===== src/include/noc_config.svh =====
`ifndef NOC_CONFIG_SVH
`define NOC_CONFIG_SVH

// Router inputs are Local, North, East, West and South.
`define NOC_PORTS 5

`define NOC_DATA_W 32
`define NOC_LEN_W 12

// Entries per input FIFO.
`define NOC_FIFO_DEPTH 4

`endif


===== src/logic/flitPkg.sv =====
`include "noc_config.svh"

package flitPkg;

  // Head starts a packet, body follows it.
  typedef enum logic [1:0]
  {
    head = 2'b01,
    body = 2'b10
  } flitKindT;

  // Number of body flits after a head.
  typedef logic [`NOC_LEN_W-1:0] lengthT;

  // A head keeps its length in the low payload bits.
  typedef logic [`NOC_DATA_W-1:0] flitDataT;

  typedef struct packed
  {
    flitKindT kind;
    flitDataT data;
  } flitT;

endpackage


===== src/logic/arbPkg.sv =====
package arbPkg;

  // Local=0, North=1, East=2, West=3, South=4.
  typedef logic [2:0] portIdT;

  // The owner is held next to the state.
  typedef enum logic
  {
    idle = 1'b0,
    busy = 1'b1
  } arbStateT;

endpackage


===== src/logic/flitFifo.sv =====
`timescale 1ns/1ns
`include "noc_config.svh"

module flitFifo
(
  input  logic          clk,
  input  logic          rst,
  input  logic          inValid,
  input  flitPkg::flitT inFlit,
  output logic          inReady,
  output logic          outValid,
  output flitPkg::flitT outFlit,
  input  logic          outReady
);

  localparam int ptrW = $clog2(`NOC_FIFO_DEPTH);
  localparam int cntW = $clog2(`NOC_FIFO_DEPTH + 1);

  flitPkg::flitT mem [`NOC_FIFO_DEPTH];

  logic [ptrW-1:0] wrPtr;
  logic [ptrW-1:0] rdPtr;
  logic [cntW-1:0] count;
  logic full;
  logic push;
  logic pop;

  function automatic logic [ptrW-1:0] nextPtr(input logic [ptrW-1:0] ptr);
    if (ptr == ptrW'(`NOC_FIFO_DEPTH - 1))
      return '0;
    return ptr + 1'b1;
  endfunction

  assign full = (count == cntW'(`NOC_FIFO_DEPTH));
  assign outValid = (count != '0);
  assign outFlit = mem[rdPtr];

  // A full FIFO still takes a flit when the head leaves in the same cycle.
  assign inReady = !full || outReady;

  assign push = inValid && inReady;
  assign pop = outValid && outReady;

  always_ff @(posedge clk)
  begin
    if (push)
      mem[wrPtr] <= inFlit;
  end

  always_ff @(posedge clk)
  begin
    if (rst)
    begin
      wrPtr <= '0;
      rdPtr <= '0;
      count <= '0;
    end
    else
    begin
      if (push)
        wrPtr <= nextPtr(wrPtr);
      if (pop)
        rdPtr <= nextPtr(rdPtr);
      if (push && !pop)
        count <= count + 1'b1;
      else if (pop && !push)
        count <= count - 1'b1;
    end
  end

endmodule


===== src/logic/packetTimer.sv =====
`timescale 1ns/1ns

module packetTimer
(
  input  logic          clk,
  input  logic          rst,
  input  logic          advance,
  input  flitPkg::flitT flit,
  output logic          packetLast
);

  flitPkg::lengthT length;
  flitPkg::lengthT count;
  flitPkg::lengthT nextCount;
  flitPkg::lengthT headLength;
  logic isHead;

  assign isHead = (flit.kind == flitPkg::head);
  assign headLength = flitPkg::lengthT'(flit.data);
  assign nextCount = count + 1'b1;

  // A zero-length head is a packet by itself; otherwise the body flit
  // that brings the count up to the length closes the packet.
  always_comb
  begin
    if (isHead)
      packetLast = (headLength == '0);
    else
      packetLast = (nextCount == length);
  end

  always_ff @(posedge clk)
  begin
    if (rst)
    begin
      length <= '0;
      count <= '0;
    end
    else if (advance)
    begin
      if (isHead)
      begin
        length <= headLength;
        count <= '0;
      end
      else
      begin
        count <= nextCount;
      end
    end
  end

endmodule


===== src/logic/packetArbiter.sv =====
`timescale 1ns/1ns
`include "noc_config.svh"

module packetArbiter
(
  input  logic                   clk,
  input  logic                   rst,
  input  logic [`NOC_PORTS-1:0]  reqValid,
  input  flitPkg::flitT          reqFlit [`NOC_PORTS],
  output logic [`NOC_PORTS-1:0]  popReady,
  output logic                   outValid,
  output flitPkg::flitT          outFlit,
  input  logic                   outReady
);

  arbPkg::arbStateT state;
  arbPkg::portIdT owner;
  arbPkg::portIdT startPort;
  arbPkg::portIdT nextOwner;
  logic nextFound;

  logic [`NOC_PORTS-1:0] req;
  logic [`NOC_PORTS-1:0] reqMasked;
  logic [`NOC_PORTS-1:0] advance;
  logic [`NOC_PORTS-1:0] lastFlag;
  logic ownerAdvance;
  logic handover;

  // A port asks for the output when a head flit waits at its FIFO.
  always_comb
  begin
    for (int i = 0; i < `NOC_PORTS; i++)
      req[i] = reqValid[i] && (reqFlit[i].kind == flitPkg::head);
  end

  assign ownerAdvance = (state == arbPkg::busy) && reqValid[owner] && outReady;
  assign handover = ownerAdvance && lastFlag[owner];

  always_comb
  begin
    for (int i = 0; i < `NOC_PORTS; i++)
      advance[i] = ownerAdvance && (owner == arbPkg::portIdT'(i));
  end

  assign popReady = advance;

  // The owner's current head is leaving, so it cannot request again yet.
  always_comb
  begin
    for (int i = 0; i < `NOC_PORTS; i++)
      reqMasked[i] = req[i] && !(handover && (owner == arbPkg::portIdT'(i)));
  end

  // Search starts at Local from idle, else right after the old owner.
  always_comb
  begin
    if (state == arbPkg::idle)
      startPort = '0;
    else if (owner == arbPkg::portIdT'(`NOC_PORTS - 1))
      startPort = '0;
    else
      startPort = owner + 1'b1;
  end

  always_comb
  begin
    int idx;
    nextFound = 1'b0;
    nextOwner = owner;
    for (int k = 0; k < `NOC_PORTS; k++)
    begin
      idx = int'(startPort) + k;
      if (idx >= `NOC_PORTS)
        idx = idx - `NOC_PORTS;
      if (!nextFound && reqMasked[idx])
      begin
        nextFound = 1'b1;
        nextOwner = arbPkg::portIdT'(idx);
      end
    end
  end

  always_ff @(posedge clk)
  begin
    if (rst)
    begin
      state <= arbPkg::idle;
      owner <= '0;
    end
    else if ((state == arbPkg::idle) || handover)
    begin
      if (nextFound)
      begin
        state <= arbPkg::busy;
        owner <= nextOwner;
      end
      else
      begin
        state <= arbPkg::idle;
      end
    end
  end

  // One timer per input follows the packet that input is sending.
  for (genvar g = 0; g < `NOC_PORTS; g++)
  begin : genTimer
    packetTimer timer
    (
      .clk        (clk),
      .rst        (rst),
      .advance    (advance[g]),
      .flit       (reqFlit[g]),
      .packetLast (lastFlag[g])
    );
  end

  assign outValid = (state == arbPkg::busy) && reqValid[owner];
  assign outFlit = reqFlit[owner];

endmodule


===== src/logic/outputSwitch.sv =====
`timescale 1ns/1ns
`include "noc_config.svh"

module outputSwitch
(
  input  logic                   clk,
  input  logic                   rst,
  input  logic [`NOC_PORTS-1:0]  inValid,
  input  flitPkg::flitT          inFlit [`NOC_PORTS],
  output logic [`NOC_PORTS-1:0]  inReady,
  output logic                   outValid,
  output flitPkg::flitT          outFlit,
  input  logic                   outReady
);

  logic [`NOC_PORTS-1:0] fifoValid;
  flitPkg::flitT fifoFlit [`NOC_PORTS];
  logic [`NOC_PORTS-1:0] popReady;

  // Each input buffers its flits while another input owns the output.
  for (genvar g = 0; g < `NOC_PORTS; g++)
  begin : genFifo
    flitFifo fifo
    (
      .clk      (clk),
      .rst      (rst),
      .inValid  (inValid[g]),
      .inFlit   (inFlit[g]),
      .inReady  (inReady[g]),
      .outValid (fifoValid[g]),
      .outFlit  (fifoFlit[g]),
      .outReady (popReady[g])
    );
  end

  packetArbiter arbiter
  (
    .clk      (clk),
    .rst      (rst),
    .reqValid (fifoValid),
    .reqFlit  (fifoFlit),
    .popReady (popReady),
    .outValid (outValid),
    .outFlit  (outFlit),
    .outReady (outReady)
  );

endmodule


===== config.mk =====
export PLATFORM = sky130hd
export DESIGN_NAME = outputSwitch
export DESIGN_NICKNAME = d
export VERILOG_FILES = /design/src/logic/flitPkg.sv /design/src/logic/arbPkg.sv /design/src/logic/flitFifo.sv /design/src/logic/packetTimer.sv /design/src/logic/packetArbiter.sv /design/src/logic/outputSwitch.sv
export VERILOG_INCLUDE_DIRS = /design/src /design/src/include
export SDC_FILE = /design/constraint.sdc
export NUM_CORES = 1
export LEC_CHECK = 0
export ABC_AREA = 1
export BUFFER_PORTS_ARGS = -buffer_cell sky130_fd_sc_hd__buf_2
export CELL_PAD_IN_SITES_DETAIL_PLACEMENT = 0
export CELL_PAD_IN_SITES_GLOBAL_PLACEMENT = 1
export CORE_ASPECT_RATIO = 1.5
export CORE_MARGIN = 5
export CORE_UTILIZATION = 30
export DETAILED_ROUTE_END_ITERATION = 12
export PLACE_DENSITY_LB_ADDON = 0.1
export SLEW_MARGIN = 25
export SYNTH_ARGS = -nofsm -noshare
export SYNTH_HDL_FRONTEND = slang
export SYNTH_SLANG_ARGS = --single-unit

===== constraint.sdc =====
create_clock -name clk -period 9.6 [get_ports clk]
set_input_delay 1.44 -clock clk [delete_from_list [all_inputs] [get_ports clk]]
set_output_delay 1.44 -clock clk [all_outputs]
set_load 0.02 [all_outputs]

# Word level (Yosys, flattened, before mapping)
# Memories as Yosys holds them, arrays and structs flattened. A register that Yosys moved wholly into a read port is not among the register bits.
# Index checks and enable logic that the tools add are counted.
# Widths: inputs -> output; s select.
# word_totals
register_bits,159
mem_count,5
ram_bits,680
out_inout_bits,40
input_bits,178
word_cells,340
# memory_table
name,depth,word_bits,read_ports,rd_ports_with_merged_regs,write_ports,line,source
genFifo[0].fifo.mem,4,34,1,1,1,flitFifo.sv:19,flitPkg::flitT mem [`NOC_FIFO_DEPTH];
genFifo[1].fifo.mem,4,34,1,1,1,flitFifo.sv:19,
genFifo[2].fifo.mem,4,34,1,1,1,flitFifo.sv:19,
genFifo[3].fifo.mem,4,34,1,1,1,flitFifo.sv:19,
genFifo[4].fifo.mem,4,34,1,1,1,flitFifo.sv:19,
# op_classes
n_eq_ne,29
magnitude_cmp,12
addsub,35
n_mux,130
n_reduce_logical,100
bitwise_logic,2
# ops
operator,count
$lt 32x5->1 const B,5
$mux 32,5
$ge 32x4->1 const B,4
$sub 32x4->32 const B,4
$bmux 34 s3,1
$mux 34,2
$mux 1,63
$add 12x1->12 const B,5
$eq 12x12->1,5
$logic_not 12->1,5
$mux 12,5
$mux 2,30
$mux 3,17
$logic_and 1x1->1,47
$logic_not 1->1,24
$bmux 1 s3,7
$add 2x1->2 const B,10
$eq 2x2->1 const B,10
$add 3x1->3 const B,6
$eq 3x3->1 const B,6
$reduce_bool 3->1,5
$sub 3x1->3 const B,5
$eq 2x1->1 const B,5
$reduce_and 2->1,5
other kinds (16),27

# Depth between registers and ports, before layout
# Gate-level depths: netlist of run 1.
# logic_depth
word_depth,26
mapped_depth,30
mapped_depth_nobuf,30

# Modules after synthesis
# From an unflattened synthesis of run 1, not the netlist that was laid out.
# unflattened
cells_unflattened,3618
area_unflattened_um2,38488.2
# by_module_without_submodules
module,n_inst,area_per_inst_um2,cells_per_inst
flitFifo,5,5728.0,395
packetTimer,5,1368.8,217
packetArbiter,1,3004.1,558

# Worst setup path before layout of run 1
# No wires, ideal clock.
# synth_timing
path_type,input -> register
from,in outReady
to,"mem genFifo[2].fifo.mem[0][0] (netlist name), enable pin"
t_arrival_ns,3.609
setup_ns,0.425
path_stages,6
slack_ns,5.566
required_time_ns,9.175
cell_sequence,nand2_2 > nor2_1 > inv_1 > nand3_1 > nand2_1 > nor2_1
# synth_via
elab_chain_len,6
# synth_lines
element,line,source
"start, declared",outputSwitch.sv:13,input logic outReady
$logic_and 1x1->1,packetArbiter.sv:36,assign ownerAdvance = (state == arbPkg::busy) && reqValid[owner] && outReady;
$logic_and 1x1->1,packetArbiter.sv:42,advance[i] = ownerAdvance && (owner == arbPkg::portIdT'(i));
$logic_or 1x1->1,flitFifo.sv:39,assign inReady = !full || outReady;
named net genFifo[2].fifo.inReady,flitFifo.sv:10,"output logic inReady,"
$logic_and 1x1->1,flitFifo.sv:41,assign push = inValid && inReady;
$mux 1,flitFifo.sv:46,if (push)
$mux 1 (not written as such),flitFifo.sv:47,mem[wrPtr] <= inFlit;
"end, declared",flitFifo.sv:19,
# The timed path passes the listed nets, and every way through them passes these cells.

# Worst setup path after layout of run 1
# layout_timing
from,reg arbiter.owner[1]
to,out inReady[2]
# layout_via
elab_chain_len,6
elab_cells_between_ends,7
# layout_lines
element,line,source
"start, declared",packetArbiter.sv:17,arbPkg::portIdT owner;
"start signal, assigned",packetArbiter.sv:95,owner <= nextOwner;
$bmux 1 s3,packetArbiter.sv:36,
$mux 1 (not written as such),packetArbiter.sv:36,
$logic_and 1x1->1 (2 in a row),packetArbiter.sv:36,
$logic_and 1x1->1 *,packetArbiter.sv:42,
$logic_or 1x1->1 *,flitFifo.sv:39,
"end, declared",outputSwitch.sv:10,"output logic [`NOC_PORTS-1:0] inReady,"
# Mark *: on every way between the ends. The rest lies on a longest branch, timed or not. The select of a mux whose other input is x is not followed.

==> results.json, run 1 <==
{
  "synth-edff-count": 680,
  "whs_path_depth": 2,
  "ios": 218,
  "worstSetupStartpointType": "flip-flop",
  "ys_ff_latch": 849,
  "synth_cells": 3523,
  "worstPathArrival_ns": 4.13,
  "regToRegStartpoint": "arbiter.owner[1]",
  "end_kind": "primary output",
  "min_to": "arbiter.genTimer[0].timer.length[6]",
  "worst_pin_slew_ns": 1.10,
  "grt_pass1_vias": 25700,
  "fp.dieW_um": 296,
  "min_from": "arbiter.genTimer[0].timer.length[6]",
  "critPathKind": "flip-flop to primary output",
  "cts.sinks": 849,
  "cts.clk_slew.worst_paths_ns": 0.06,
  "hold_viol": 0,
  "grt.total_usage_pct": 18.3,
  "fp.coreArea_um2": 122000,
  "cts_resized": 0,
  "initial_core_util_pct": 30.2,
  "required_ns": 8.16,
  "via_per_inst": 4.81,
  "critPathTopFamily": "buffers and inverters",
  "tns_ns": 0,
  "rsz0062_at_grt": "no",
  "setup_viol": 0,
  "path_max_fanout": 47,
  "avgSynthCellArea_um2": 10.5,
  "dieArea_um2": 130000,
  "area_growth_pct": 16.0,
  "cap_violations": 0,
  "hpwl_mm": 82.6,
  "routabilityCongestion": 0.796,
  "cts_made_buffers": 93,
  "rr_worst_depth": 20,
  "placementRows": 157,
  "final_cells": 5395,
  "slew_headroom_pct": 25.8,
  "synth_cell_types": 52,
  "drive_gt1_share_pct": 13.3,
  "synth_flop_cell": "edfxtp_1",
  "power_mw": 9.78,
  "status": "complete, no violations",
  "period_needed_ns": 5.57,
  "path_cells": "buf_4 -> nor2_4 -> buf_4 -> inv_1 -> nor2_1 -> o21ai_0 -> a21oi_2 -> nand2_2 -> nor2_1 -> inv_1 -> nand3_1 -> buf_2",
  "htree_levels": 3,
  "reg2reg_setup_slack_ns": 4.64,
  "max_stage_delay_ns": 0.46,
  "seq_area_frac_synth_pct": 64.7,
  "hold_buffers": 0,
  "crit_buf_inv": 5,
  "grt_overflow_total": 0,
  "syn-num-nets": 3755,
  "async_reset_ff_share_pct": 0,
  "dr.pass1.iters": 6,
  "syn-cell-area_um2": 36800,
  "final.period_utilization_pct": 58.0,
  "grt_max_degree": 70,
  "drv_slew": 0,
  "wl_per_cell_um": 22.5,
  "die_y_um": 439,
  "ir_worst_vdd_uv": 175,
  "placedCellCount": 5206,
  "drc": 0,
  "num_vias": 26000,
  "p_leak_nw": 15.6,
  "fmax_mhz": 180,
  "cts_tree": "yes",
  "root_buffer": "clkbuf_16",
  "power_density_nw_per_um2": 229,
  "hold_ws_ns": 0.480,
  "r2r-end": "genFifo[2].fifo.count[2]",
  "holdCritPathClass": "flip-flop to flip-flop",
  "grt_antenna_before_repair": 40,
  "grt_first_pass_wirelength_mm": 175,
  "postCtsSetupBuffers": 0,
  "initialDrtViolationCount": 1456,
  "finClkSkew_ns": 0.0424,
  "routed_wirelength_mm": 121,
  "critPathSlowestCell": "buf_4",
  "worst_slack_ns": 4.03,
  "numPortBuffers": 217,
  "clk_latency_ns": 0.70,
  "post-place-ws_ns": 4.45,
  "nets": 3943,
  "yosys_warnings": 0,
  "clk_path_buf_depth": 3,
  "drtAntennaViolNets": 0
}
[synth_stat cells, types with 3 or more instances]
master / number / area [um^2]
inv_1: 217 / 815
a21oi_1: 133 / 666
o221ai_1: 31 / 272
o22ai_1: 88 / 551
o21ai_0: 358 / 1790
nor2_2: 8 / 50.1
xnor3_1: 3 / 67.6
nor2_1: 398 / 1490
nand4_1: 18 / 113
edfxtp_1: 680 / 20400
o211ai_1: 21 / 158
a31oi_1: 37 / 231
nand2_2: 7 / 43.8
buf_4: 5 / 37.5
fa_1: 6 / 120
nand3_2: 8 / 80.1
nand3b_1: 22 / 165
inv_2: 11 / 41.3
o22a_1: 6 / 52.6
a21oi_2: 5 / 43.8
xnor2_1: 7 / 61.3
a211oi_1: 47 / 353
dfxtp_1: 169 / 3380
clkbuf_1: 137 / 514
a31o_2: 21 / 184
o21ai_1: 11 / 55.1
ha_1: 48 / 601
buf_2: 27 / 135
nand3_1: 242 / 1210
buf_1: 10 / 37.5
xor2_1: 21 / 184
nand2_1: 675 / 2530
nor3_1: 20 / 100
[routing by layer]
layer	track usage (%)	share of wire, %
met1	21.1	39
met2	33.5	52
met3	3.36	4.5
met4	7.27	4.0
met5	0	0.085
[worst max-delay path by stage]
stage | slack [ns] | start | end | depth (start not counted)
after CTS | 3.70 | arbiter.owner[1] | inReady[1] | 10
after global placement | 4.48 | arbiter.owner[1] | genFifo[1].fifo.count[2] | 18
final | 4.03 | arbiter.owner[1] | inReady[2] | 12
after global routing | 3.73 | arbiter.owner[1] | inReady[2] | 12
after detailed placement | 4.45 | arbiter.owner[1] | genFifo[1].fifo.count[2] | 18
after floorplan | 5.57 | outReady | genFifo[2].fifo.mem[0][0] | 6
[state kept, by name, summed over array words and instances, names as in the netlist, named ones only]
signal / flops
genFifo.fifo.mem: 680
arbiter.genTimer.timer.count: 60
arbiter.genTimer.timer.length: 60
genFifo.fifo.count: 15
genFifo.fifo.rdPtr: 10
genFifo.fifo.wrPtr: 10
arbiter.owner: 3
arbiter.state: 1
[layout make-up]
| type | count | area (um^2) |
|---|---|---|
| Sequential cell | 849 | 23800 |
| Clock inverter | 48 | 400 |
| Timing Repair Buffer | 273 | 1510 |
| Multi-Input combinational cell | 2264 | 11600 |
| Antenna cell | 17 | 42.5 |
| Inverter | 230 | 863 |
| Clock buffer | 124 | 2500 |
| Tap cell | 1590 | 1990 |
| Fill cell | 12300 | 79300 |
[placed cells by master (no fill, tap or decap), drive strengths merged, types with 2 or more instances in the layout]
cell type  Yosys  layout
a211oi        47      47
a21o           2       2
a21oi        139     139
a31o          21      21
a31oi         37      37
and2           2       2
buf           42     273
bufinv         0       5
clkbuf       138     124
clkinv         2      36
clkinvlp       0       7
dfxtp        169     169
diode          0      17
edfxtp       680     680
fa             6       6
ha            48      48
inv          228     230
nand2        683     683
nand3        250     250
nand3b        22      22
nand4         19      19
nor2         408     408
nor3          23      23
nor3b          2       2
o211ai        22      22
o21ai        369     369
o221ai        31      31
o22a           6       6
o22ai         88      88
or2            2       2
xnor2          7       7
xnor3          3       3
xor2          22      22
[per-stage QoR]
step | instance area, um^2 | utilization, %
5_1_grt | 42700 | 35.0
6_report | 42700 | 35.0
2_1_floorplan | 36800 | -
4_1_cts | 42600 | 35.0
3_5_place_dp | 39800 | 32.6
3_3_place_gp | 39800 | 32.6
[report_power, final]
part / leakage [nW] / internal [mW] / switching (mW)
clock network: 1.40 / 1.96 / 1.51
registers: 7.60 / 4.24 / 0.0716
logic: 6.57 / 0.531 / 1.47
total: 15.6 / 6.73 / 3.04
[worst register-to-register path, stage by stage, from the launching register on]
cell and delay (ns):
dfxtp_1 0.30, buf_4 0.28, nor2_4 0.14, buf_4 0.46, inv_1 0.42, nor2_1 0.19, o21ai_0 0.10, a21oi_2 0.19
nand2_2 0.15, nor2_1 0.37, inv_1 0.46, nand3_1 0.21, nand2_1 0.33, inv_1 0.14, ha_1 0.15, inv_1 0.07
fa_1 0.44, a21oi_1 0.15, o21ai_0 0.11, o21ai_0 0.16, a21oi_1 0.05
[kinds of logic (layout without fill, tap and decap cells)]
logic type / after synthesis / after routing / share of synthesized area, %
buf+inv: 410 / 675 / 4.33
flops: 849 / 849 / 64.7
simple gates: 1411 / 1411 / 16.1
other cells: 0 / 17 / 0
xor+xnor: 33 / 33 / 0.958
fa+ha+maj: 54 / 54 / 1.96
compound gates: 766 / 766 / 12.0
Power figures use the tool's default switching activity.
==> run 2: changes to the inputs <==
--- a/config.mk
+++ b/config.mk
@@ -6,7 +6,7 @@
 export SDC_FILE = /design/constraint.sdc
 export NUM_CORES = 1
 export LEC_CHECK = 0
-export ABC_AREA = 1
+export ABC_AREA = 0
 export BUFFER_PORTS_ARGS = -buffer_cell sky130_fd_sc_hd__buf_2
 export CELL_PAD_IN_SITES_DETAIL_PLACEMENT = 0
 export CELL_PAD_IN_SITES_GLOBAL_PLACEMENT = 1
==> constraint.sdc (replaced) <==
create_clock -name clk -period 4.85 [get_ports clk]
set_input_delay 0.7275 -clock clk [delete_from_list [all_inputs] [get_ports clk]]
set_output_delay 0.7275 -clock clk [all_outputs]
set_load 0.02 [all_outputs]
==> run 2 against run 1 <==
Net effect: first-iteration DRC count down 23%; via count decreased by 21%; power grew 110%; flip-flop and latch count is the same; hold slack got worse by 0.21 ns; clock skew decreased by 0.0099 ns; final cell count is 23% lower; global-route usage down 1.6 points; utilization grew 0.33 points; setup slack got worse by 3.7 ns; sequential power grew 100%; largest power group unchanged.
==> results.json, run 2 <==
{
  "finClkSkew_ns": 0.0324,
  "routed_wirelength_mm": 107,
  "synth_xor_area_share_pct": 2.98,
  "period_needed_ns": 4.49,
  "clk_latency_ns": 0.67,
  "holdCritPathClass": "primary input to flip-flop",
  "power_density_nw_per_um2": 483,
  "htree_levels": 3,
  "end_kind": "flip-flop",
  "synth_compound_area_share_pct": 5.00,
  "path_max_fanout": 9,
  "status": "complete, no violations",
  "fmax_mhz": 223,
  "area_growth_pct": 17.2,
  "syn-num-nets": 2479,
  "regMostFlops": "genFifo.fifo.mem",
  "async_reset_ff_share_pct": 0,
  "grt_antenna_before_repair": 45,
  "worst_pin_slew_ns": 1.01,
  "mostFrequentLayoutCells": "680 x edfxtp_1, 216 x buf_2, 205 x mux4_2, 162 x dfxtp_1, 157 x nor2_1",
  "fillCellCount": 11300,
  "synth.area.top_cells": "edfxtp_1 57%, mux4_2 13%, dfxtp_1 9.4%",
  "routabilityCongestion": 0.834,
  "critPathKind": "flip-flop to flip-flop",
  "grt_overflow_total": 0,
  "final.period_utilization_pct": 92.5,
  "tns_ns": 0,
  "cts_resized": 0,
  "initialDrtViolationCount": 1128,
  "p_leak_nw": 13.8,
  "drive_gt1_share_pct": 26.1,
  "layout_commonest_cell": "edfxtp_1",
  "synth_top_family_by_area": "multiplexers",
  "critPathTopFamily": "compound AO/OA/AOI/OAI gates",
  "crit_buf_inv": 3,
  "required_ns": 5.42,
  "ir_worst_vdd_uv": 299,
  "grt.total_usage_pct": 16.7,
  "num_vias": 20500,
  "synth-edff-count": 680,
  "setup_viol": 0,
  "p_int_mw": 14.1,
  "cap_violations": 0,
  "syn-cell-area_um2": 35800,
  "hpwl_mm": 76.9,
  "wl_met3_mm": 5.41,
  "swShare_pct": 30.2,
  "dieArea_um2": 127000,
  "placementRows": 155,
  "synth.area.mux_share_pct": 14.2,
  "critPathSlowestCell": "xnor2_1",
  "clk_path_buf_depth": 3,
  "cts.sinks": 849,
  "wl_per_cell_um": 25.8,
  "power.switching_mw": 6.13,
  "die_y_um": 433,
  "slew_headroom_pct": 33.0,
  "yosys_warnings": 0,
  "worstSetupStartpointType": "flip-flop",
  "rsz0062_at_grt": "no",
  "synth_cells": 2247,
  "grt_first_pass_wirelength_mm": 155,
  "highest_layer": "met5",
  "dr.pass1.iters": 7,
  "postCtsSetupBuffers": 0,
  "initial_core_util_pct": 30.1,
  "fp.coreArea_um2": 119000,
  "register_area_um2": 23800,
  "via_per_inst": 4.92,
  "largest_reg_flops": 680,
  "power_frac_comb_pct": 22.9,
  "path_cells": "inv_2 -> ha_1 -> nand2_1 -> clkinvlp_4 -> ha_1 -> inv_1 -> fa_1 -> a21oi_1 -> xnor2_1 -> mux2i_1 -> nand3b_1 -> o21ai_0 -> nor3_4 -> o211a_4 -> and3_1 -> o41ai_1 -> a211oi_1 -> a211oi_1",
  "synth-simple-area-share_pct": 7.66,
  "cts_made_buffers": 88,
  "nets": 2733,
  "cts_tree": "yes",
  "synth_adder_area_share_pct": 2.04,
  "yosysMostFrequentCell": "edfxtp_1",
  "drc": 0,
  "avgSynthCellArea_um2": 15.9,
  "cts.clk_slew.worst_paths_ns": 0.06,
  "clkPwrFrac_pct": 34.4,
  "drtAntennaViolNets": 0,
  "fp.dieW_um": 292,
  "drv_slew": 0,
  "ys_ff_latch": 849,
  "synth_common_cells": "680 x edfxtp_1, 205 x mux4_2, 169 x dfxtp_1, 157 x nor2_1, 111 x nand2_1",
  "root_buffer": "clkbuf_16",
  "ios": 218,
  "multiInputGateArea_um2": 11500,
  "largestRegisters": "genFifo.fifo.mem x680, arbiter.genTimer.timer.count x60, arbiter.genTimer.timer.length x60",
  "synth_top_area_share_pct": 57.0,
  "numPortBuffers": 217,
  "met2_length_mm": 56.7,
  "synth_flop_cell": "edfxtp_1",
  "hold_viol": 0,
  "grt_pass1_vias": 21400,
  "hold_ws_ns": 0.274,
  "worstPathArrival_ns": 5.06,
  "yosys.area.top_type": "edfxtp_1",
  "max_stage_delay_ns": 0.55,
  "m1WireLength_mm": 40.8,
  "grt_max_degree": 53,
  "power_frac_seq_pct": 42.7,
  "hold_buffers": 0,
  "seq_area_frac_synth_pct": 66.4,
  "synth_cell_types": 83
}
==> run 2: cell count changes after synthesis, moves of 31 or more <==
cell,delta
mux4_2,+205
xnor2_1,+65
o21ai_0,-310
nor2_1,-241
nand2_1,-564
nand3_1,-171
clkbuf_1,-56
inv_1,-184
mux2i_1,+41
o22ai_1,-80
a31oi_1,-32
a22o_1,+36
o221ai_1,-31
a211oi_1,-40
==> run 2: cell families after synthesis <==
kind of cell             count (synthesis)
AO/OA/AOI/OAI                          270
flip-flops                             849
adder cells (fa/ha/maj)                 55
buffers and inverters                  153
XOR/XNOR                               122
AND/OR/NAND/NOR                        548
multiplexers                           250
==> run 2: metrics by stage <==
stage	area [um^2]	instances	utilization (%)	total power, mW	setup slack [ns]
after floorplan	35800	2247	-	11.5	0.00258
after global placement	38900	3978	32.7	13.5	0.330
after detailed placement	38900	3978	32.7	13.5	0.341
after CTS	41900	4143	35.2	20.6	0.305
after global routing	42000	4147	35.3	21.2	0.0226
final	42000	4160	35.3	20.3	0.362
==> run 2: cell type report <==
cell class                 count  share of cell area (%)
clock buffer                 105                    5.50
sequential                   849                    56.7
clock inverter                60                    1.56
multi-input combinational   1245                    27.3
tap                         1570                    4.68
inverter                      34                   0.313
timing repair buffer         283                    3.85
antenna                       14                  0.0834
==> run 2: path summary, 6_finish.rpt <==
kind | depth (start not counted) | startpoint | slack, ns | to
hold reg to reg | 2 | arbiter.genTimer[0].timer.length[6] | 0.47 | arbiter.genTimer[0].timer.length[6]
setup reg to reg | 18 | arbiter.owner[1] | 0.36 | arbiter.owner[0]
hold / removal | 1 | inFlit[116] | 0.27 | genFifo[1].fifo.mem[2][14]
setup / recovery | 18 | arbiter.owner[1] | 0.36 | arbiter.owner[0]
==> run 2: power groups by stage <==
stage	Clock, mW	Combinational [mW]	Sequential [mW]
2_1_floorplan	0	2.77	8.74
3_3_place_gp	0	4.71	8.78
3_5_place_dp	0	4.72	8.82
4_1_cts	7.21	4.74	8.66
5_1_grt	7.51	4.97	8.69
6_report	6.98	4.65	8.65
==> run 2: per-layer routing <==
| metal | vias up | track usage, % |
|---|---|---|
| met5 | - | 0 |
| met4 | 24 | 6.12 |
| met3 | 188 | 3.81 |
| met2 | 457 | 30.4 |
| met1 | 10500 | 19.2 |
| li1 | 9323 | - |
